===== src/common/display_params.svh =====
// timing, sprite and colour constants for the sprite display pipeline
// included by the package and by any module that needs sizes or timing
`ifndef DISPLAY_PARAMS_SVH
`define DISPLAY_PARAMS_SVH

// 640x480 horizontal timing, in pixels
`define H_RES       640
`define H_FP        16
`define H_SYNC      96
`define H_BP        48

// vertical timing, in lines
`define V_RES       480
`define V_FP        10
`define V_SYNC      2
`define V_BP        33

`define SYNC_ACTIVE 1'b0    // sync pulses active low
`define CORDW       16      // signed coordinate width

`define SPR_W       8       // bitmap width
`define SPR_H       8       // bitmap height
`define SPR_SCALE   1       // 2^1 = 2x, drawn 16x16
`define CIDXW       4       // colour index width

`define CHANW       4       // bits per channel
`define COLRW       12      // three channels

`define PIPE_LAT    3       // counter position to compositor input, in cycles

`endif


===== src/common/sprite_pkg.sv =====
// shared types for the sprite display pipeline
// modules pick these up with a wildcard import in their header
`include "display_params.svh"

package sprite_pkg;

    typedef logic signed [`CORDW-1:0] coord_t;  // screen coordinate, may go negative

    // sync and strobes from the display timing
    typedef struct packed {
        logic hsync;
        logic vsync;
        logic de;       // active area
        logic line;     // sx == 0, every line
        logic frame;    // first blank line after active area
    } sync_t;

    typedef struct packed {
        logic [`CHANW-1:0] r;
        logic [`CHANW-1:0] g;
        logic [`CHANW-1:0] b;
    } colr_t;

    // wishbone classic, host side
    typedef struct packed {
        logic        cyc;
        logic        stb;
        logic        we;
        logic [7:0]  adr;
        logic [15:0] dat_w;
    } wb_req_t;

    typedef struct packed {
        logic        ack;
        logic [15:0] dat_r;
    } wb_rsp_t;

    // live sprite config, swapped in at frame start
    typedef struct packed {
        coord_t             sprx;
        coord_t             spry;
        colr_t              bg;
        logic [`CIDXW-1:0]  trans_idx;
    } spr_cfg_t;

    // shared write port for bitmap and palette, each takes the low bits it needs
    typedef struct packed {
        logic        en;
        logic [5:0]  addr;
        logic [11:0] data;
    } mem_wr_t;

    typedef enum logic [1:0] {
        ST_IDLE,
        ST_WAIT_X,
        ST_DRAW,
        ST_LINE_DONE
    } eng_state_e;

    // register map, palette at 0x10-0x1f, bitmap at 0x40-0x7f
    typedef enum logic [7:0] {
        REG_SPRX  = 8'h00,
        REG_SPRY  = 8'h01,
        REG_BG    = 8'h02,
        REG_TRANS = 8'h03
    } reg_addr_e;

endpackage


===== src/display/display_timing.sv =====
// 640x480 display timing: pixel and line counters over the full 800x525 frame
// sync, de and strobes decode straight from the counters, same cycle as sx/sy
`include "display_params.svh"

module display_timing import sprite_pkg::*; (
    input  logic   clk_pix,
    input  logic   rst_pix,
    output coord_t sx,      // horizontal position
    output coord_t sy,      // vertical position
    output sync_t  sync
);

    localparam int H_TOTAL = `H_RES + `H_FP + `H_SYNC + `H_BP;  // 800
    localparam int V_TOTAL = `V_RES + `V_FP + `V_SYNC + `V_BP;  // 525
    localparam int HS_STA  = `H_RES + `H_FP;
    localparam int HS_END  = HS_STA + `H_SYNC;
    localparam int VS_STA  = `V_RES + `V_FP;
    localparam int VS_END  = VS_STA + `V_SYNC;

    always_ff @(posedge clk_pix) begin
        if (rst_pix) begin
            sx <= '0;  // restart at first active pixel
            sy <= '0;
        end else if (sx == coord_t'(H_TOTAL - 1)) begin
            sx <= '0;
            if (sy == coord_t'(V_TOTAL - 1)) begin
                sy <= '0;  // wrap frame
            end else begin
                sy <= sy + coord_t'(1);
            end
        end else begin
            sx <= sx + coord_t'(1);
        end
    end

    always_comb begin
        sync.hsync = (sx >= HS_STA && sx < HS_END) ? `SYNC_ACTIVE : ~`SYNC_ACTIVE;
        sync.vsync = (sy >= VS_STA && sy < VS_END) ? `SYNC_ACTIVE : ~`SYNC_ACTIVE;
        sync.de    = (sx < `H_RES) && (sy < `V_RES);
        sync.line  = (sx == 0);
        sync.frame = (sx == 0) && (sy == `V_RES);  // start of vertical blank
    end

endmodule


===== src/source/wb_regs.sv =====
// wishbone classic slave: register map, shadow and live config, memory windows
// one ack per access; shadow copied to live on the frame strobe
`include "display_params.svh"

module wb_regs import sprite_pkg::*; (
    input  logic     clk_pix,
    input  logic     rst_pix,
    input  wb_req_t  wb_req,
    output wb_rsp_t  wb_rsp,
    input  sync_t    sync,
    output spr_cfg_t cfg,       // live config
    output mem_wr_t  bmp_wr,
    output mem_wr_t  pal_wr
);

    // sprite starts off screen to the right
    localparam spr_cfg_t CFG_RST = '{
        sprx:      coord_t'(`H_RES),
        spry:      '0,
        bg:        '0,
        trans_idx: '0
    };

    spr_cfg_t    shadow;
    logic        req, held, hit;
    logic        in_pal, in_bmp;
    logic [15:0] rd_data;

    always_comb begin
        req    = wb_req.cyc && wb_req.stb;
        hit    = req && !held;                    // first cycle of an access
        in_pal = (wb_req.adr[7:4] == 4'h1);       // 0x10-0x1f
        in_bmp = (wb_req.adr[7:6] == 2'b01);      // 0x40-0x7f
        case (wb_req.adr)
            REG_SPRX:  rd_data = shadow.sprx;
            REG_SPRY:  rd_data = shadow.spry;
            REG_BG:    rd_data = 16'(shadow.bg);
            REG_TRANS: rd_data = 16'(shadow.trans_idx);
            default:   rd_data = '0;  // memories read as zero
        endcase
    end

    always_ff @(posedge clk_pix) begin
        if (rst_pix) begin
            held   <= 1'b0;
            wb_rsp <= '0;
            bmp_wr <= '0;
            pal_wr <= '0;
            shadow <= CFG_RST;
            cfg    <= CFG_RST;
        end else begin
            held       <= req;  // no second ack while stb held
            wb_rsp.ack <= hit;
            if (hit) begin
                wb_rsp.dat_r <= rd_data;
            end
            // memory write pulses, same cycle as ack
            bmp_wr.en   <= hit && wb_req.we && in_bmp;
            bmp_wr.addr <= wb_req.adr[5:0];
            bmp_wr.data <= wb_req.dat_w[11:0];
            pal_wr.en   <= hit && wb_req.we && in_pal;
            pal_wr.addr <= {2'b00, wb_req.adr[3:0]};
            pal_wr.data <= wb_req.dat_w[11:0];
            if (hit && wb_req.we) begin
                case (wb_req.adr)
                    REG_SPRX:  shadow.sprx      <= coord_t'(wb_req.dat_w);
                    REG_SPRY:  shadow.spry      <= coord_t'(wb_req.dat_w);
                    REG_BG:    shadow.bg        <= colr_t'(wb_req.dat_w[`COLRW-1:0]);
                    REG_TRANS: shadow.trans_idx <= wb_req.dat_w[`CIDXW-1:0];
                    default:   ;
                endcase
            end
            if (sync.frame) begin
                cfg <= shadow;  // in blanking, so no tearing
            end
        end
    end

endmodule


===== src/sprite/sprite_engine.sv =====
// per-line sprite engine: picks the bitmap row on line and steps columns
// across the scaled span; address and draw flag registered one cycle after sx
`include "display_params.svh"

module sprite_engine import sprite_pkg::*; (
    input  logic       clk_pix,
    input  logic       rst_pix,
    input  coord_t     sx,
    input  coord_t     sy,
    input  sync_t      sync,
    input  spr_cfg_t   cfg,
    output logic [5:0] bmp_addr,   // row*8 + column
    output logic       draw
);

    localparam int SPR_DRAWW = `SPR_W << `SPR_SCALE;  // drawn width
    localparam int SPR_DRAWH = `SPR_H << `SPR_SCALE;
    localparam int ROWW      = $clog2(`SPR_H);
    localparam int XSW       = $clog2(`SPR_W) + `SPR_SCALE;  // column plus scale phase

    eng_state_e       st_q, st_d;
    logic [ROWW-1:0]  row_q, row_d, cur_row;
    logic [XSW-1:0]   xs_q, xs_d, xs_cur;  // scaled x offset within sprite
    logic [XSW-1:0]   xs_start;
    coord_t           dy, xoff;
    logic             in_range, start_hit, armed, drawing, last;

    always_comb begin
        dy       = sy - cfg.spry;
        xoff     = -cfg.sprx;  // only used when sprx is negative
        in_range = (dy >= 0) && (dy < SPR_DRAWH) && (cfg.sprx > -SPR_DRAWW);
        // left clip: start at sx 0 with column and phase already advanced
        start_hit = (cfg.sprx < 0) ? (sx == 0) : (sx == cfg.sprx);
        xs_start  = (cfg.sprx < 0) ? xoff[XSW-1:0] : '0;
    end

    always_comb begin
        st_d    = st_q;
        row_d   = row_q;
        xs_d    = xs_q;
        cur_row = row_q;
        xs_cur  = xs_q;
        armed   = (st_q == ST_WAIT_X);
        drawing = 1'b0;
        last    = 1'b0;
        if (sync.line) begin  // new line, recheck vertical hit
            armed   = in_range;
            cur_row = dy[`SPR_SCALE +: ROWW];
            row_d   = cur_row;
            st_d    = in_range ? ST_WAIT_X : ST_IDLE;
        end
        if (armed && start_hit) begin
            drawing = 1'b1;
            xs_cur  = xs_start;
        end else if (st_q == ST_DRAW) begin
            drawing = 1'b1;
        end
        if (drawing) begin
            last = (xs_cur == XSW'(SPR_DRAWW - 1)) || (sx >= coord_t'(`H_RES - 1));
            st_d = last ? ST_LINE_DONE : ST_DRAW;  // done waits for next line
            xs_d = xs_cur + XSW'(1);
        end
    end

    always_ff @(posedge clk_pix) begin
        if (rst_pix) begin
            st_q <= ST_IDLE;
            draw <= 1'b0;
        end else begin
            st_q <= st_d;
            draw <= drawing && (sx < `H_RES);
        end
        row_q    <= row_d;
        xs_q     <= xs_d;
        bmp_addr <= {cur_row, xs_cur[XSW-1:`SPR_SCALE]};  // drop scale phase
    end

endmodule


===== src/sprite/sprite_bitmap.sv =====
// 8x8 sprite bitmap of colour indices, host write port and engine read port
// read is registered and the draw flag travels with it
`include "display_params.svh"

module sprite_bitmap import sprite_pkg::*; (
    input  logic              clk_pix,
    input  mem_wr_t           wr,        // from wishbone side
    input  logic [5:0]        rd_addr,
    input  logic              draw,
    output logic [`CIDXW-1:0] cidx,
    output logic              draw_q     // draw delayed to match cidx
);

    localparam int DEPTH = `SPR_W * `SPR_H;  // 64 pixels

    logic [`CIDXW-1:0] bmp_mem [DEPTH];

    always_ff @(posedge clk_pix) begin
        if (wr.en) begin
            bmp_mem[wr.addr] <= wr.data[`CIDXW-1:0];  // low bits only
        end
    end

    // engine read, one cycle
    always_ff @(posedge clk_pix) begin
        cidx   <= bmp_mem[rd_addr];
        draw_q <= draw;
    end

endmodule


===== src/source/palette_clut.sv =====
// 16-entry colour lookup table, 12-bit colours
// host writes through the shared port, pixel path reads with one cycle latency
`include "display_params.svh"

module palette_clut import sprite_pkg::*; (
    input  logic              clk_pix,
    input  mem_wr_t           wr,
    input  logic [`CIDXW-1:0] cidx,
    output colr_t             colr
);

    localparam int DEPTH = 1 << `CIDXW;

    colr_t pal_mem [DEPTH];

    always_ff @(posedge clk_pix) begin
        if (wr.en) begin
            pal_mem[wr.addr[`CIDXW-1:0]] <= colr_t'(wr.data[`COLRW-1:0]);
        end
    end

    always_ff @(posedge clk_pix) begin
        colr <= pal_mem[cidx];  // registered read
    end

endmodule


===== src/source/pixel_compose.sv =====
// final pixel stage: transparency, sprite over background, blanking
// sync delayed to line up with the palette output, then all outputs registered
`include "display_params.svh"

module pixel_compose import sprite_pkg::*; (
    input  logic              clk_pix,
    input  logic              rst_pix,
    input  sync_t             sync,
    input  spr_cfg_t          cfg,
    input  logic [`CIDXW-1:0] cidx,
    input  logic              draw_q,
    input  colr_t             colr,
    output logic              hsync,
    output logic              vsync,
    output logic              de,
    output logic [`CHANW-1:0] r,
    output logic [`CHANW-1:0] g,
    output logic [`CHANW-1:0] b
);

    localparam sync_t SYNC_IDLE = '{
        hsync: ~`SYNC_ACTIVE,
        vsync: ~`SYNC_ACTIVE,
        default: 1'b0
    };

    sync_t sync_d [`PIPE_LAT];  // sync delay line
    sync_t sync_a;              // aligned with colr
    logic  opaque_q;
    colr_t paint, pix;

    always_ff @(posedge clk_pix) begin
        if (rst_pix) begin
            for (int i = 0; i < `PIPE_LAT; i++) begin
                sync_d[i] <= SYNC_IDLE;
            end
            opaque_q <= 1'b0;
        end else begin
            sync_d[0] <= sync;
            for (int i = 1; i < `PIPE_LAT; i++) begin
                sync_d[i] <= sync_d[i-1];
            end
            opaque_q <= draw_q && (cidx != cfg.trans_idx);  // one stage ahead of colr
        end
    end

    always_comb begin
        sync_a = sync_d[`PIPE_LAT-1];
        paint  = opaque_q ? colr : cfg.bg;
        pix    = sync_a.de ? paint : '0;  // black in blanking
    end

    always_ff @(posedge clk_pix) begin
        if (rst_pix) begin
            hsync <= ~`SYNC_ACTIVE;
            vsync <= ~`SYNC_ACTIVE;
            de    <= 1'b0;
            r     <= '0;
            g     <= '0;
            b     <= '0;
        end else begin
            hsync <= sync_a.hsync;
            vsync <= sync_a.vsync;
            de    <= sync_a.de;
            r     <= pix.r;
            g     <= pix.g;
            b     <= pix.b;
        end
    end

endmodule


===== src/source/sprite_display_top.sv =====
// top level of the single-sprite display, wishbone in and 12-bit video out
// wires timing, registers, engine, bitmap, palette and compositor together
`include "display_params.svh"

module sprite_display_top import sprite_pkg::*; (
    input  logic              clk_pix,
    input  logic              rst_pix,
    input  wb_req_t           wb_req,
    output wb_rsp_t           wb_rsp,
    output logic              hsync,
    output logic              vsync,
    output logic              de,
    output logic [`CHANW-1:0] r,
    output logic [`CHANW-1:0] g,
    output logic [`CHANW-1:0] b
);

    coord_t            sx, sy;
    sync_t             sync;
    spr_cfg_t          cfg;
    mem_wr_t           bmp_wr, pal_wr;
    logic [5:0]        bmp_addr;
    logic              draw, draw_q;
    logic [`CIDXW-1:0] cidx;
    colr_t             colr;

    display_timing u_display_timing (
        .clk_pix (clk_pix),
        .rst_pix (rst_pix),
        .sx      (sx),
        .sy      (sy),
        .sync    (sync)
    );

    wb_regs u_wb_regs (
        .clk_pix (clk_pix),
        .rst_pix (rst_pix),
        .wb_req  (wb_req),
        .wb_rsp  (wb_rsp),
        .sync    (sync),
        .cfg     (cfg),
        .bmp_wr  (bmp_wr),
        .pal_wr  (pal_wr)
    );

    sprite_engine u_sprite_engine (
        .clk_pix  (clk_pix),
        .rst_pix  (rst_pix),
        .sx       (sx),
        .sy       (sy),
        .sync     (sync),
        .cfg      (cfg),
        .bmp_addr (bmp_addr),
        .draw     (draw)
    );

    sprite_bitmap u_sprite_bitmap (
        .clk_pix (clk_pix),
        .wr      (bmp_wr),
        .rd_addr (bmp_addr),
        .draw    (draw),
        .cidx    (cidx),
        .draw_q  (draw_q)
    );

    palette_clut u_palette_clut (
        .clk_pix (clk_pix),
        .wr      (pal_wr),
        .cidx    (cidx),
        .colr    (colr)
    );

    pixel_compose u_pixel_compose (
        .clk_pix (clk_pix),
        .rst_pix (rst_pix),
        .sync    (sync),
        .cfg     (cfg),
        .cidx    (cidx),
        .draw_q  (draw_q),
        .colr    (colr),
        .hsync   (hsync),
        .vsync   (vsync),
        .de      (de),
        .r       (r),
        .g       (g),
        .b       (b)
    );

endmodule


===== config.mk =====
export PLATFORM = sky130hd
export DESIGN_NAME = sprite_display_top
export DESIGN_NICKNAME = d
export VERILOG_FILES = /design/src/common/sprite_pkg.sv /design/src/display/display_timing.sv /design/src/source/wb_regs.sv /design/src/sprite/sprite_engine.sv /design/src/sprite/sprite_bitmap.sv /design/src/source/palette_clut.sv /design/src/source/pixel_compose.sv /design/src/source/sprite_display_top.sv
export VERILOG_INCLUDE_DIRS = /design/src /design/src/common
export SDC_FILE = /design/constraint.sdc
export NUM_CORES = 1
export LEC_CHECK = 0
export ABC_AREA = 1
export ABC_CLOCK_PERIOD_IN_PS = 2500
export BUFFER_PORTS_ARGS = -buffer_cell sky130_fd_sc_hd__buf_2
export CAP_MARGIN = 0
export CORE_MARGIN = 2
export CORE_UTILIZATION = 55
export CTS_CLUSTER_DIAMETER = 100
export DETAILED_ROUTE_END_ITERATION = 10
export PLACE_DENSITY_LB_ADDON = 0.2
export SLEW_MARGIN = 20
export SYNTH_ARGS = -nofsm -noshare
export SYNTH_HDL_FRONTEND = slang
export SYNTH_SLANG_ARGS = --single-unit

===== constraint.sdc =====
create_clock -name clk_pix -period 2.5 [get_ports clk_pix]
set_clock_uncertainty 0.05 [all_clocks]
set_input_delay 0 -clock clk_pix [delete_from_list [all_inputs] [get_ports clk_pix]]
set_output_delay 0 -clock clk_pix [all_outputs]
set_load 0.02 [all_outputs]

## Yosys cells after proc, flatten, opt, wreduce, memory -nomap -nowiden

Memory sizes are Yosys's and may differ from the RTL's. A register that Yosys moved wholly into a read port is not among the register bits.
Index checks and enable logic that the tools add are counted.
W data, S select, Z words.

- Register bits: 203
- Bits in writable memories: 463
- Input port bits: 29
- Output and inout bits: 32
- Word-level logic and storage cells: 122
- Memories kept: 3

- Add/subtract/negate cells: 5
- $lt $le $gt $ge: 11
- Equal/unequal tests: 13
- Multiplexer cells: 26
- Bitwise gates (word level): 4
- Reduce and logical (&&, ||, !) cells: 25

Memory list:

| memory | words | width | rd ports | clocked after Yosys merged registers in | write ports | line | source |
|---|---|---|---|---|---|---|---|
| u_sprite_bitmap.bmp_mem | 64 | 4 | 1 | 1 | 1 | sprite_bitmap.sv:16 | `` logic [`CIDXW-1:0] bmp_mem [DEPTH]; `` |
| u_palette_clut.pal_mem | 16 | 12 | 1 | 1 | 1 | palette_clut.sv:14 | `colr_t pal_mem [DEPTH];` |
| u_pixel_compose.sync_d | 3 | 5 | 3 | 0 | 3 | pixel_compose.sv:27 | `` sync_t sync_d [`PIPE_LAT]; `` |

Operators by type and width:

| operator | number |
|---|---|
| $pmux W16 S4 | 1 |
| $add A16 B2 Y16 const B | 2 |
| $eq A16 B11 Y1 const B | 2 |
| $ge A16 B11 Y1 const B | 2 |
| $logic_not A32 Y1 | 1 |
| $lt A16 B10 Y1 const B | 2 |
| $lt A16 B11 Y1 const B | 2 |
| $eq A16 B10 Y1 const B | 1 |
| $eq A16 B16 Y1 | 1 |
| $eq A8 B2 Y1 const B | 2 |
| $ge A16 B1 Y1 const B | 1 |
| $ge A16 B10 Y1 const B | 1 |
| $gt A16 B5 Y1 const B | 1 |
| $lt A16 B1 Y1 const B | 1 |
| $lt A16 B6 Y1 const B | 1 |
| $mux W16 | 1 |
| $sub A16 B16 Y16 | 1 |
| $mux W1 | 15 |
| $mux W5 | 3 |
| $logic_and A1 B1 Y1 | 14 |
| $mux W12 | 1 |
| $eq A8 B1 Y1 const B | 1 |
| $logic_not A8 Y1 | 1 |
| $mux W4 | 2 |
| other kinds (16) | 24 |

## Longest topological paths before layout

Gate-level depths: netlist of the first run.

- Depth after elaboration: 11
- Gate-level depth with buffers: 23
- Depth with buffers taken out: 23

## Hierarchy

From an unflattened synthesis of the first run, not the netlist that was laid out.

- Cell total of the unflattened synthesis: 3162
- Area, all modules: 29340.6 um^2

Modules (own cells, without submodules):

| module | instances | cells an instance | area each (um^2) | seq. area each (um^2) |
|---|---|---|---|---|
| sprite_bitmap | 1 | 949 | 10901.7 | 7787.5 |
| palette_clut | 1 | 813 | 8557.0 | 6005.8 |
| wb_regs | 1 | 624 | 4913.5 | 2682.6 |
| display_timing | 1 | 323 | 2031.9 | 640.6 |
| sprite_engine | 1 | 346 | 2029.4 | 330.3 |
| pixel_compose | 1 | 107 | 907.1 | 500.5 |

## Worst setup path before layout of the first run

OpenSTA, ideal clock, no wires.

- Path type: register -> register
- Start point: register u_display_timing.sy[0]
- End point: register u_sprite_engine.xs_q[3] (data pin)
- Library setup time: 0.252 ns
- Data arrival time: 2.372 ns
- Data required time: 2.198 ns
- Setup slack: -0.174 ns
- Stages on the path, launching flop included: 22
- Buffers on the path: 0
- Clock period less this slack: 2.674 ns
- Cells stage by stage: dfxtp_1 inv_1 ha_1 fa_1 inv_1 nand3_1 nand3_1 nand2_1 nor2_2 nand2_1 nor2_2 nand3_1 nor2_2 nand3_2 nand2_4 nand2_4 nand2_1 nand2_1 nor2_4 nand2_1 nand2_1 nand2_1

- Longest elaborated chain between the ends: 8
- Elaborated cells on any way between the ends: 9
- Classes of those cells: 2 x add/sub; 2 x order compare; 2 x mux; 3 x reduce/logical

Ends and longest elaborated chain:

| element | line | source |
|---|---|---|
| start: declaration | display_timing.sv:9 | `output coord_t sy,` |
| start signal: assignment | display_timing.sv:29 | `sy <= sy + coord_t'(1);` |
| $sub A16 B16 Y16 (*) | sprite_engine.sv:29 | `dy = sy - cfg.spry;` |
| $ge A16 B1 Y1 or $lt A16 B6 Y1 (tied branches) | sprite_engine.sv:31 | `in_range = (dy >= 0) && (dy < SPR_DRAWH) && (cfg.sprx > -SPR_DRAWW);` |
| $logic_and A1 B1 Y1 (*) (2 in a row) | sprite_engine.sv:31 |  |
| $mux W1 (*) | sprite_engine.sv:46 | `if (sync.line) begin` |
| $logic_and A1 B1 Y1 (*) | sprite_engine.sv:52 | `if (armed && start_hit) begin` |
| $mux W4 (*) | sprite_engine.sv:52 |  |
| $add A4 B1 Y4 (*) | sprite_engine.sv:61 | `xs_d = xs_cur + XSW'(1);` |
| end signal: assignment | sprite_engine.sv:74 | `xs_q <= xs_d;` |
| end: declaration | sprite_engine.sv:23 | `logic [XSW-1:0] xs_q, xs_d, xs_cur;` |

Every way passes the cells marked *; elsewhere a longest branch is shown, timed or not.
A chain may end at the register's enable or synchronous reset.

## Final worst setup path of the first run

- Start point: register u_display_timing.sy[0]
- End point: register u_sprite_engine.xs_q[2] (data pin)

Same word-level chain as after synthesis.

==> impl_metrics.py, run 1 <==
metrics = {
    "logic_synthesis": {
        "synth-compound-area-share": 0.137,
        "synth_simple_gate_area_frac": 0.123,
        "synthesis.area_per_instance_um2": 10.5,
        "synth_fp_nets": 2678,
        "yosys_register_bits": 669,
        "async_reset_ff_frac": 0,
        "portion_of_the_post_synthesis_area_used_by_sequential_elements": 0.651,
        "syn_inst": 2628,
        "synth_edf_count": 455,
        "synthesis.yosys.warnings": 0,
        "synth_xor_xnor_area_share": 0.00699,
        "synth_area_mm2": 0.0276,
        "most_used_flip_flop_cell_after_synthesis": "edfxtp_1",
        "synth_adder_area_share": 0.00980,
        "muxShareOfSynthArea": 0.0174,
        "yosys.cell_types.count": 45,
        "dominant_combinational_cell_family_by_area_after_synthesis": "compound AO/OA/AOI/OAI gates",
    },
    "worst_setup_path": {
        "worst_path_max_delay_cell": "fa_2",
        "critical_path_class": "reg -> reg",
        "cp_max_fo": 5,
        "timing.critical_path.to_type": "flip-flop",
        "crit_chain": "inv_2 -> ha_4 -> fa_2 -> inv_2 -> nand3_2 -> nand2_2 -> nand3_2 -> nand4_1 -> nand2_1 -> nor2_2 -> nand2_1 -> nor2_2 -> nand3_2 -> nand2_4 -> nand2_8 -> nand2_4 -> nand2_4 -> nor2_4 -> buf_4 -> xor2_1",
        "critical_path.startpoint_type": "flip-flop",
        "timing.critical_path.max_delay_family": "simple AND/OR/NAND/NOR gates",
        "worst_path_largest_cell_delay_ns": 0.34,
        "worstPathRequired_ns": 2.90,
        "worst_ep_arrival_time_ns": 3.20,
        "worst-path-buf-inv": 3,
        "reg2reg_from": "u_display_timing.sy[0]$_SDFFE_PP0P_",
        "crit_start": "u_display_timing.sy[0]$_SDFFE_PP0P_",
    },
    "grt": {
        "grt_use_total": 0.260,
        "antenna_found_initial": 1,
        "grtUsageMet2": 0.424,
        "grt_start_max_net_pins": 81,
        "grt_pass1_wl_um": 107000,
        "first_global_vias": 19426,
        "met1_usage": 0.357,
        "grt_use_met3": 0.0393,
        "globalRoute.busiestLayer": "met2",
        "grt.overflow.total": 0,
    },
    "clocking": {
        "cts.path.max_buffers": 3,
        "tritoncts": "built",
        "clkTransAtPathRegs_ns": 0.07,
        "insertion_delay_ns": 0.61,
        "cts_root_buf": "clkbuf_16",
        "tritoncts.num_buffers": 68,
        "cts_sinks": 669,
        "cts.htree.levels": 3,
    },
    "cells_and_area": {
        "antennaDiodeCount": 0,
        "areaGrowthSynthToFinish_pct": 17.9,
        "design.final.nets": 2871,
        "fin_util": 0.652,
        "final_cells": 3547,
        "most_common_library_cell_in_the_layout_ignoring_fill_and_taps": "edfxtp_1",
        "post_route_cells_drive_above_1_share": 0.145,
        "highest_count_cells_in_the_layout_ignoring_fill_and_taps": "edfxtp_1 (455), nor2_1 (365), o21ai_0 (302)",
        "num-fill-cells": 3846,
    },
    "placement": {
        "numPortBuffers": 60,
        "dp.cells": 3377,
        "detailedPlace.worstSlack_ns": -0.316,
        "dp_hpwl_um": 44900,
        "globalplace.congestion": 0.881,
    },
    "timing": {
        "fmaxAchievable_ghz": 0.358,
        "layout_worst_path_cycle_share": 1.12,
        "final_max_slew_viol_count": 0,
        "post-route-worst-setup-slack_ns": -0.295,
        "rsz0062_at_grt": "yes",
        "maxSlewHeadroom": 0.333,
        "worst-slew-pin-transition_ns": 1.00,
        "setup_viol": 12,
        "number_of_hold_violations_in_the_final_report": 0,
        "min_period_ns": 2.79,
        "fin_hold_ws_ns": 0.0990,
    },
    "power": {
        "fin_total_pwr_w": 0.0241,
        "power_density_mw_per_mm2": 740,
        "leakagePower_nw": 12.3,
        "ir_drop_mv": 0.653,
    },
    "worst_hold_path": {
        "hold_path_class": "in -> reg",
        "min_from": "wb_req[22]",
    },
    "drt": {
        "vias": 20111,
        "wl_per_cell_um": 19.3,
        "antenna_violating_nets_left": 0,
        "avgViaCountPerCell": 5.67,
        "drt_first_iter_violations": 1931,
        "drtPass1Iterations": 6,
        "finalWirelength_um": 68400,
        "drc": 0,
    },
    "outcome": {
        "failed_checks": "setup timing",
        "outcome": "finished, violations left",
    },
    "job": {
        "drv.max_cap_violation_count": 0,
    },
    "floorplanning": {
        "chipWidth_um": 228,
        "fp.dieH_um": 228,
        "core_region_area_mm2": 0.0499,
        "floorplan.io_pins": 61,
        "start_util": 0.553,
        "die_area_mm2": 0.0519,
        "num_rows": 82,
    },
}
## area by class of cell
| class | instances | area, µm² | area share |
|---|---|---|---|
| Clock buffer | 89 | 1920 | 0.0590 |
| Clock inverter | 35 | 423 | 0.0130 |
| Inverter | 269 | 1010 | 0.0311 |
| Multi-Input combinational cell | 1558 | 8300 | 0.256 |
| Sequential cell | 669 | 18000 | 0.553 |
| Tap cell | 672 | 841 | 0.0259 |
| Timing Repair Buffer | 255 | 2040 | 0.0626 |
## through the flow
step / instance area, µm² / setup TNS (ns)
after floorplan: 27600 / -0.0492
after global placement: 29500 / -0.846
after detailed placement: 29500 / -1.83
after CTS: 32400 / -1.50
after global routing: 32500 / -4.74
final: 32500 / -1.97
## flip-flops by register name, indices dropped and copies added, names as in the netlist, 2 cells and up
name,count
u_sprite_bitmap.cidx,4
u_sprite_engine.bmp_addr,6
u_wb_regs.pal_wr,4
u_wb_regs.shadow,48
u_wb_regs.bmp_wr,16
u_sprite_engine.xs_q,4
u_sprite_engine.st_q,2
u_palette_clut.pal_mem,192
u_pixel_compose.g,4
u_pixel_compose.sync_d,9
u_sprite_bitmap.bmp_mem,256
u_pixel_compose.r,4
u_display_timing.sy,16
u_wb_regs.wb_rsp,17
u_wb_regs.cfg,48
u_palette_clut.colr,12
u_pixel_compose.b,4
u_display_timing.sx,16
## worst register-to-register path: cells and delay by family, from the launching register on
| family | cells | cell delay (ns) |
|---|---|---|
| AND/OR/NAND/NOR | 14 | 1.35 |
| adder cells (fa/ha/maj) | 2 | 0.50 |
| flip-flops | 1 | 0.33 |
| buffers and inverters | 3 | 0.29 |
| XOR/XNOR | 1 | 0.16 |
## kinds of logic after synthesis
logic type / Yosys count
compound gates: 669
xor+xnor: 22
fa+ha+maj: 21
buf+inv: 401
flops: 669
mux: 48
simple gates: 798
## layer usage
layer  up-vias  share of wire
met1      9571           0.42
met3       138          0.073
met5         -              0
met4         0          0.030
met2       833           0.47
li1       9569              -
## synth_stat cells (2+ instances only)
library cell,number,share of area
nand3_2,4,0.0015
nor3b_1,4,0.0011
a21oi_2,3,0.00095
nor2_1,370,0.050
nor4_1,9,0.0020
buf_2,6,0.0011
inv_1,263,0.036
o21ai_0,303,0.055
a41oi_1,2,0.00064
nand3_1,80,0.015
mux2i_1,48,0.017
or2_2,8,0.0018
ha_1,20,0.0091
a21oi_1,171,0.031
nand2_1,260,0.035
nand2_4,4,0.0016
xnor2_1,6,0.0019
nand4_1,20,0.0045
inv_2,5,0.00068
xor2_1,16,0.0051
o32ai_1,3,0.00095
nor3_2,3,0.0011
dfxtp_1,214,0.16
o211ai_1,60,0.016
clkbuf_1,116,0.016
o31ai_1,3,0.00082
a211oi_1,19,0.0052
nor3_1,15,0.0027
o221ai_1,16,0.0051
edfxtp_1,455,0.50
nor2_4,4,0.0016
buf_1,9,0.0012
o22ai_1,83,0.019
nand2_2,6,0.0014
a221oi_1,2,0.00064
nor4_2,2,0.00091
nor2_2,8,0.0018
## timing repair
action                                  in CTS  in global routing
endpoints found under the setup margin      11                 20
hold buffers                                36                  0
hold endpoints to repair                   101                  0
gates resized for setup                     26                 22
setup buffers                                8                  3
pin swaps                                   20                  7
## report_power, final
part	internal (W)	switching (W)	total, W
Combinational	0.000499	0.000969	0.00147
Clock	0.00628	0.00421	0.0105
Sequential	0.0119	0.000178	0.0121
Total	0.0187	0.00536	0.0241
## worst paths after layout
kind | cells past startpoint | to | slack (ns)
max | 20 | u_sprite_engine.xs_q[2]$_DFFE_PP_ | -0.29
min | 8 | u_wb_regs.shadow[20]$_SDFFE_PP0P_ | 0.1
max reg2reg | 20 | u_sprite_engine.xs_q[2]$_DFFE_PP_ | -0.29
min reg2reg | 0 | u_sprite_bitmap.draw_q$_DFF_P_ | 0.33
Note: power is estimated with default switching activity, not from simulation.
==> inputs of run 2 (changes only) <==
--- a/config.mk
+++ b/config.mk
@@ -14,6 +14,7 @@
 export CORE_UTILIZATION = 55
 export CTS_CLUSTER_DIAMETER = 100
 export DETAILED_ROUTE_END_ITERATION = 10
+export GPL_ROUTABILITY_DRIVEN = 0
 export PLACE_DENSITY_LB_ADDON = 0.2
 export SLEW_MARGIN = 20
 export SYNTH_ARGS = -nofsm -noshare
==> constraint.sdc (replaced) <==
create_clock -name clk_pix -period 2.5 [get_ports clk_pix]
set_clock_uncertainty 0.05 [all_clocks]
set_input_delay 0 -clock clk_pix [delete_from_list [all_inputs] [get_ports clk_pix]]
set_output_delay 0 -clock clk_pix [all_outputs]
set_load 0.1 [all_outputs]
==> run 2 against run 1 <==
The flow still finishes with violations (setup timing); sequential share of layout area is 0.69 points higher; sequential power hardly changed; core utilization is 0.81 points lower; global-route usage is 0.39 points higher; register-to-register slack hardly changed; power is 3.0% lower; count of clock-buffer cells in the layout stayed put; first-iteration DRC count is 3.2% higher; non-clock buffer count is 12 lower; worst setup slack better by 0.014 ns; wire length is 0.47% higher; critical path type unchanged; highest routed layer unchanged.
==> impl_metrics.py, run 2 (synthesized netlist as in run 1, its figures left out) <==
metrics = {
    "outcome": {
        "outcome": "finished, violations left",
        "failed_checks": "setup timing",
    },
    "grt": {
        "grt.overflow.total": 0,
        "grt_use_total": 0.264,
        "grt_pass1_wl_um": 109000,
        "first_global_vias": 19777,
        "grt_start_max_net_pins": 81,
        "antenna_found_initial": 1,
    },
    "floorplanning": {
        "fp.dieH_um": 228,
        "start_util": 0.553,
        "die_area_mm2": 0.0519,
        "num_rows": 82,
        "floorplan.io_pins": 61,
        "core_region_area_mm2": 0.0499,
        "chipWidth_um": 228,
    },
    "drt": {
        "finalWirelength_um": 68700,
        "vias": 20225,
        "antenna_violating_nets_left": 0,
        "wl_per_cell_um": 19.4,
        "drt_first_iter_violations": 1993,
        "avgViaCountPerCell": 5.72,
        "drc": 0,
        "drtPass1Iterations": 5,
    },
    "power": {
        "internal_power_w": 0.0180,
        "netSwitchingFraction": 0.229,
        "ir_drop_mv": 0.491,
        "power_density_mw_per_mm2": 727,
        "p_seq_frac": 0.519,
        "power.switching_w": 0.00535,
        "clock_power_share": 0.418,
        "leakagePower_nw": 12.1,
        "combPwrFrac": 0.063,
    },
    "worst_setup_path": {
        "critical_path_class": "reg -> reg",
        "worst_setup_ep": "u_sprite_engine.xs_q[2]$_DFFE_PP_",
        "worstPathRequired_ns": 2.79,
        "r2r.worst_path.cells": 20,
        "reg2reg_from": "u_display_timing.sy[0]$_SDFFE_PP0P_",
        "timing.critical_path.to_type": "flip-flop",
        "critical_path.startpoint_type": "flip-flop",
        "rrSetupSlack_ns": -0.28,
        "cp_max_fo": 5,
        "crit_start": "u_display_timing.sy[0]$_SDFFE_PP0P_",
        "worstReg2RegEnd": "u_sprite_engine.xs_q[2]$_DFFE_PP_",
        "worst_ep_arrival_time_ns": 3.07,
    },
    "placement": {
        "detailedPlace.worstSlack_ns": -0.278,
        "dp_hpwl_um": 45400,
        "numPortBuffers": 60,
    },
    "clocking": {
        "insertion_delay_ns": 0.61,
        "cts_root_buf": "clkbuf_16",
        "tritoncts.num_buffers": 69,
        "cts.path.max_buffers": 3,
        "cts.htree.levels": 3,
        "clkTransAtPathRegs_ns": 0.06,
        "tritoncts": "built",
        "cts_sinks": 669,
    },
    "cells_and_area": {
        "largest_register_ff_count": 256,
        "most_common_library_cell_in_the_layout_ignoring_fill_and_taps": "edfxtp_1",
        "num-fill-cells": 3898,
        "post_route_cells_drive_above_1_share": 0.139,
        "design.final.nets": 2860,
        "top_register": "u_sprite_bitmap.bmp_mem",
        "fin_util": 0.644,
        "areaGrowthSynthToFinish_pct": 16.4,
        "highest_count_cells_in_the_layout_ignoring_fill_and_taps": "edfxtp_1 (455), nor2_1 (366), o21ai_0 (303)",
        "antennaDiodeCount": 0,
    },
    "job": {
        "drv.max_cap_violation_count": 0,
    },
    "timing": {
        "worst-slew-pin-transition_ns": 0.649,
        "min_period_ns": 2.78,
        "rsz0062_at_grt": "yes",
        "setup_viol": 12,
        "layout_worst_path_cycle_share": 1.11,
        "maxSlewHeadroom": 0.567,
        "fmaxAchievable_ghz": 0.360,
        "final_max_slew_viol_count": 0,
        "number_of_hold_violations_in_the_final_report": 0,
        "post-route-worst-setup-slack_ns": -0.281,
    },
    "worst_hold_path": {
        "hold_path_class": "in -> reg",
    },
}
run 2: cell types whose count changed in the layout (fill, tap and decap cells not counted), moves of 3 or more:
cell / delta
buf_12: -4
buf_4: -5
bufinv_16: -7
nand2_1: +4
clkbuf_8: +3
clkinv_2: +6
nand2_4: -4
run 2: power by group through the flow:
stage	Sequential [W]	Clock, W	Combinational (W)
3_3_place_gp	0.0123	0	0.00137
3_5_place_dp	0.0123	0	0.00139
4_1_cts	0.0121	0.00989	0.00145
2_1_floorplan	0.0123	0	0.000876
6_report	0.0121	0.00976	0.00147
5_1_grt	0.0121	0.0103	0.00159
run 2: worst max-delay path, cell delays in order (launching register included):
cell and delay, ns:
dfxtp_2 0.34, inv_2 0.06, ha_4 0.16, fa_2 0.33
inv_2 0.09, nand3_2 0.08, nand2_2 0.11, nand3_2 0.07
nand4_1 0.10, nand2_1 0.07, nor2_2 0.13, nand2_1 0.08
nor2_2 0.10, nand3_2 0.11, nand2_4 0.12, nand2_4 0.08
nand2_2 0.07, nand2_2 0.07, nor2_4 0.12, buf_6 0.12
xor2_1 0.06
run 2: worst min-delay path by stage:
stage	from	end	cells after the start
after CTS	wb_req[7]	u_wb_regs.shadow[39]$_SDFFE_PP1P_	4
final	wb_req[15]	u_wb_regs.shadow[47]$_SDFFE_PP0P_	4
after global placement	wb_req[26]	u_wb_regs.held$_SDFF_PP0_	3
after global routing	wb_req[15]	u_wb_regs.shadow[31]$_SDFFE_PP0P_	4
after detailed placement	wb_req[26]	u_wb_regs.held$_SDFF_PP0_	3
after floorplan	wb_req[23]	u_wb_regs.bmp_wr[18]$_SDFF_PP0_	1
run 2: timing repair:
action                                  4_1_cts  5_1_grt
hold buffers                                 35        0
hold endpoints to repair                     85        0
setup buffers                                 2        4
pin swaps                                    13       16
resized for setup                            13       16
endpoints found under the setup margin       11       21
run 2: metrics by stage:
stage                     TNS, ns  instance area [µm²]  hold slack [ns]  std cells  total power [W]
after global routing        -5.60                32100            0.195       3534           0.0240
after CTS                   -1.25                32000            0.156       3530           0.0234
after floorplan           -0.0492                27600           0.0271       2628           0.0131
after global placement      -1.42                29400            0.217       3370           0.0137
after detailed placement    -1.87                29400            0.220       3370           0.0137
final                       -2.21                32100            0.181       3534           0.0233
run 2: area by class of cell:
type | instances | area (µm²) | share of cell area
inverter | 269 | 1010 | 0.0315
clock inverter | 34 | 223 | 0.00694
tap | 672 | 841 | 0.0262
multi-input combinational | 1558 | 8240 | 0.257
clock buffer | 89 | 1930 | 0.0600
timing repair buffer | 243 | 1890 | 0.0588
sequential | 669 | 18000 | 0.560
run 2: layer usage:
| metal | track usage | wire length (µm) | up-vias |
|---|---|---|---|
| li1 | - | - | 9539 |
| met3 | 0.0428 | 4420 | 156 |
| met1 | 0.360 | 29800 | 9758 |
| met2 | 0.427 | 31900 | 772 |
| met4 | 0.102 | 2550 | 0 |
| met5 | 0 | 0 | - |
==> inputs of run 3 (changes only) <==
--- a/config.mk
+++ b/config.mk
@@ -10,11 +10,13 @@
 export ABC_CLOCK_PERIOD_IN_PS = 2500
 export BUFFER_PORTS_ARGS = -buffer_cell sky130_fd_sc_hd__buf_2
 export CAP_MARGIN = 0
+export CORE_ASPECT_RATIO = 2
 export CORE_MARGIN = 2
 export CORE_UTILIZATION = 55
 export CTS_CLUSTER_DIAMETER = 100
 export DETAILED_ROUTE_END_ITERATION = 10
 export GPL_ROUTABILITY_DRIVEN = 0
+export GPL_TIMING_DRIVEN = 0
 export PLACE_DENSITY_LB_ADDON = 0.2
 export SLEW_MARGIN = 20
 export SYNTH_ARGS = -nofsm -noshare
==> run 3 against run 2 <==
The flow finishes with violations (DRC, setup timing); highest routed layer unchanged; die area grew 0.21%; first-iteration DRC count grew 21%; register-to-register slack worse by 0.04 ns; core utilization fell by 0.60 points; sequential power is essentially flat; worst setup slack got worse by 0.040 ns; count of clock-buffer cells in the layout shrank 13; critical endpoint is now u_sprite_engine.xs_q[3]$_DFFE_PP_; final cell count shrank 1.1%; global-route usage grew 7.1 points; power decreased by 3.7%; via count rose by 5.9%; clock power shrank 10%.
==> impl_metrics.py, run 3 (synthesized netlist as in run 1, its figures left out) <==
metrics = {
    "outcome": {
        "outcome": "finished, violations left",
        "failed_checks": "DRC, setup timing",
    },
    "worst_setup_path": {
        "critical_path.startpoint_type": "flip-flop",
        "timing.critical_path.to_type": "flip-flop",
        "cp_max_fo": 5,
        "worstPathRequired_ns": 2.82,
        "worst_ep_arrival_time_ns": 3.14,
        "rrSetupSlack_ns": -0.32,
        "worst_setup_ep": "u_sprite_engine.xs_q[3]$_DFFE_PP_",
        "critical_path_class": "reg -> reg",
        "crit_start": "u_wb_regs.cfg[19]$_SDFFE_PP0P_",
        "reg2reg_from": "u_wb_regs.cfg[19]$_SDFFE_PP0P_",
        "r2r.worst_path.cells": 22,
        "worstReg2RegEnd": "u_sprite_engine.xs_q[3]$_DFFE_PP_",
    },
    "clocking": {
        "cts_sinks": 669,
        "tritoncts.num_buffers": 55,
        "cts_root_buf": "clkbuf_16",
        "insertion_delay_ns": 0.62,
        "clkTransAtPathRegs_ns": 0.07,
        "tritoncts": "built",
        "cts.htree.levels": 2,
        "cts.path.max_buffers": 3,
    },
    "drt": {
        "drtPass1Iterations": 9,
        "wl_per_cell_um": 25.2,
        "vias": 21418,
        "antenna_violating_nets_left": 0,
        "drt_first_iter_violations": 2402,
        "drc": 1,
        "finalWirelength_um": 87900,
        "avgViaCountPerCell": 6.13,
    },
    "floorplanning": {
        "start_util": 0.554,
        "core_region_area_mm2": 0.0498,
        "floorplan.io_pins": 61,
        "die_area_mm2": 0.0520,
        "chipWidth_um": 162,
        "fp.dieH_um": 321,
        "num_rows": 116,
    },
    "cells_and_area": {
        "final_non_filler_cell_area_mm2": 0.0317,
        "highest_count_cells_in_the_layout_ignoring_fill_and_taps": "edfxtp_1 (455), nor2_1 (348), o21ai_0 (299)",
        "design.final.nets": 2852,
        "antennaDiodeCount": 0,
        "top_register": "u_sprite_bitmap.bmp_mem",
        "most_common_library_cell_in_the_layout_ignoring_fill_and_taps": "edfxtp_1",
        "post_route_cells_drive_above_1_share": 0.128,
        "areaGrowthSynthToFinish_pct": 15.1,
        "largest_register_ff_count": 256,
        "num-fill-cells": 3837,
    },
    "timing": {
        "maxSlewHeadroom": 0.385,
        "number_of_hold_violations_in_the_final_report": 0,
        "final_max_slew_viol_count": 0,
        "layout_worst_path_cycle_share": 1.13,
        "fin_hold_ws_ns": 0.120,
        "fmaxAchievable_ghz": 0.354,
        "worst-slew-pin-transition_ns": 0.922,
        "min_period_ns": 2.82,
        "post-route-worst-setup-slack_ns": -0.322,
        "setup_viol": 13,
        "rsz0062_at_grt": "yes",
    },
    "grt": {
        "globalRoute.busiestLayer": "met2",
        "grt_pass1_wl_um": 128000,
        "grt_start_max_net_pins": 45,
        "antenna_found_initial": 2,
        "grtUsageMet2": 0.632,
        "met1_usage": 0.317,
        "first_global_vias": 21170,
        "grt_use_total": 0.335,
        "grt.overflow.total": 0,
        "grt_use_met3": 0.0431,
    },
    "placement": {
        "dp_hpwl_um": 64700,
        "placed_cell_area_mm2": 0.0289,
        "numPortBuffers": 60,
        "detailedPlace.worstSlack_ns": -0.652,
    },
    "worst_hold_path": {
        "hold_path_class": "in -> reg",
    },
    "job": {
        "drv.max_cap_violation_count": 0,
    },
    "power": {
        "fin_total_pwr_w": 0.0225,
        "power_density_mw_per_mm2": 708,
        "ir_drop_mv": 0.710,
        "leakagePower_nw": 11.6,
    },
}
run 3: cell count changes in the layout (fill, tap and decap cells not counted), moves of 12 or more:
cell / delta
nor2_2: +12
clkbuf_1: +79
nor2_1: -18
ha_1: -12
clkinv_2: -12
ha_4: +12
clkbuf_16: -15
buf_4: -118
clkbuf_2: +33
run 3: area by class of cell:
type,count,area (µm²),area share
flip-flops and latches,669,18000,0.566
well taps,649,812,0.0256
multi-input cells,1558,8630,0.272
repair buffers,118,911,0.0287
clock inverters,26,269,0.00848
plain buffers,131,581,0.0183
clock buffers,76,1550,0.0488
inverters,269,1010,0.0319
run 3: through the flow:
| step | cells | utilization | setup TNS [ns] |
|---|---|---|---|
| 4_1_cts | 3488 | 0.631 | -0.863 |
| 5_1_grt | 3496 | 0.638 | -4.27 |
| 2_1_floorplan | 2628 | - | -0.0492 |
| 6_report | 3496 | 0.638 | -3.03 |
| 3_3_place_gp | 3337 | 0.577 | -143.56 |
| 3_5_place_dp | 3343 | 0.580 | -14.18 |
run 3: where the power goes:
group	total (W)	internal [W]	switching [W]	leakage (nW)
sequential	0.0121	0.0119	0.000155	6.19
clock	0.00877	0.00470	0.00407	0.877
combinational	0.00164	0.000472	0.00117	4.58
total	0.0225	0.0171	0.00539	11.6
run 3: worst min-delay path by stage:
stage | startpoint | endpoint | slack [ns] | depth (start not counted)
global route | wb_req[22] | u_wb_regs.bmp_wr[18]$_SDFF_PP0_ | 0.13 | 4
detailed placement | wb_req[23] | u_wb_regs.bmp_wr[18]$_SDFF_PP0_ | 0.14 | 2
CTS | wb_req[22] | u_wb_regs.bmp_wr[18]$_SDFF_PP0_ | 0.10 | 4
global placement | wb_req[23] | u_wb_regs.bmp_wr[18]$_SDFF_PP0_ | 0.14 | 2
finish | wb_req[22] | u_wb_regs.bmp_wr[18]$_SDFF_PP0_ | 0.12 | 4
floorplan | wb_req[23] | u_wb_regs.bmp_wr[18]$_SDFF_PP0_ | 0.03 | 1
run 3: timing repair:
| action | CTS | global route |
|---|---|---|
| gates resized for setup | 89 | 78 |
| hold buffers | 31 | 0 |
| setup endpoints to repair | 72 | 64 |
| setup buffers | 13 | 8 |
| pin swaps | 17 | 15 |
| hold endpoints to repair | 84 | 0 |
run 3: worst max-delay path, stage by stage, from the launching register on:
cell and delay [ns]:
dfxtp_1 0.31, inv_1 0.19, ha_4 0.26, nand2_1 0.08
nand2_1 0.08, inv_1 0.10, nand2_2 0.09, nand2_2 0.08
nand2_2 0.07, nand2_1 0.08, nand2_2 0.07, nor2_1 0.08
nand3_1 0.09, nor2_2 0.13, nand3_2 0.11, nand2_4 0.14
nand2_8 0.08, nand2_4 0.07, nand2_4 0.06, nor2_4 0.17
nand2_1 0.08, nand2_1 0.05, nand2_1 0.04
run 3: metal layers:
metal / part of all wire / vias up
met5: 0 / -
met4: 0.10 / 0
met3: 0.064 / 429
met2: 0.53 / 1241
met1: 0.30 / 10211
li1: - / 9537
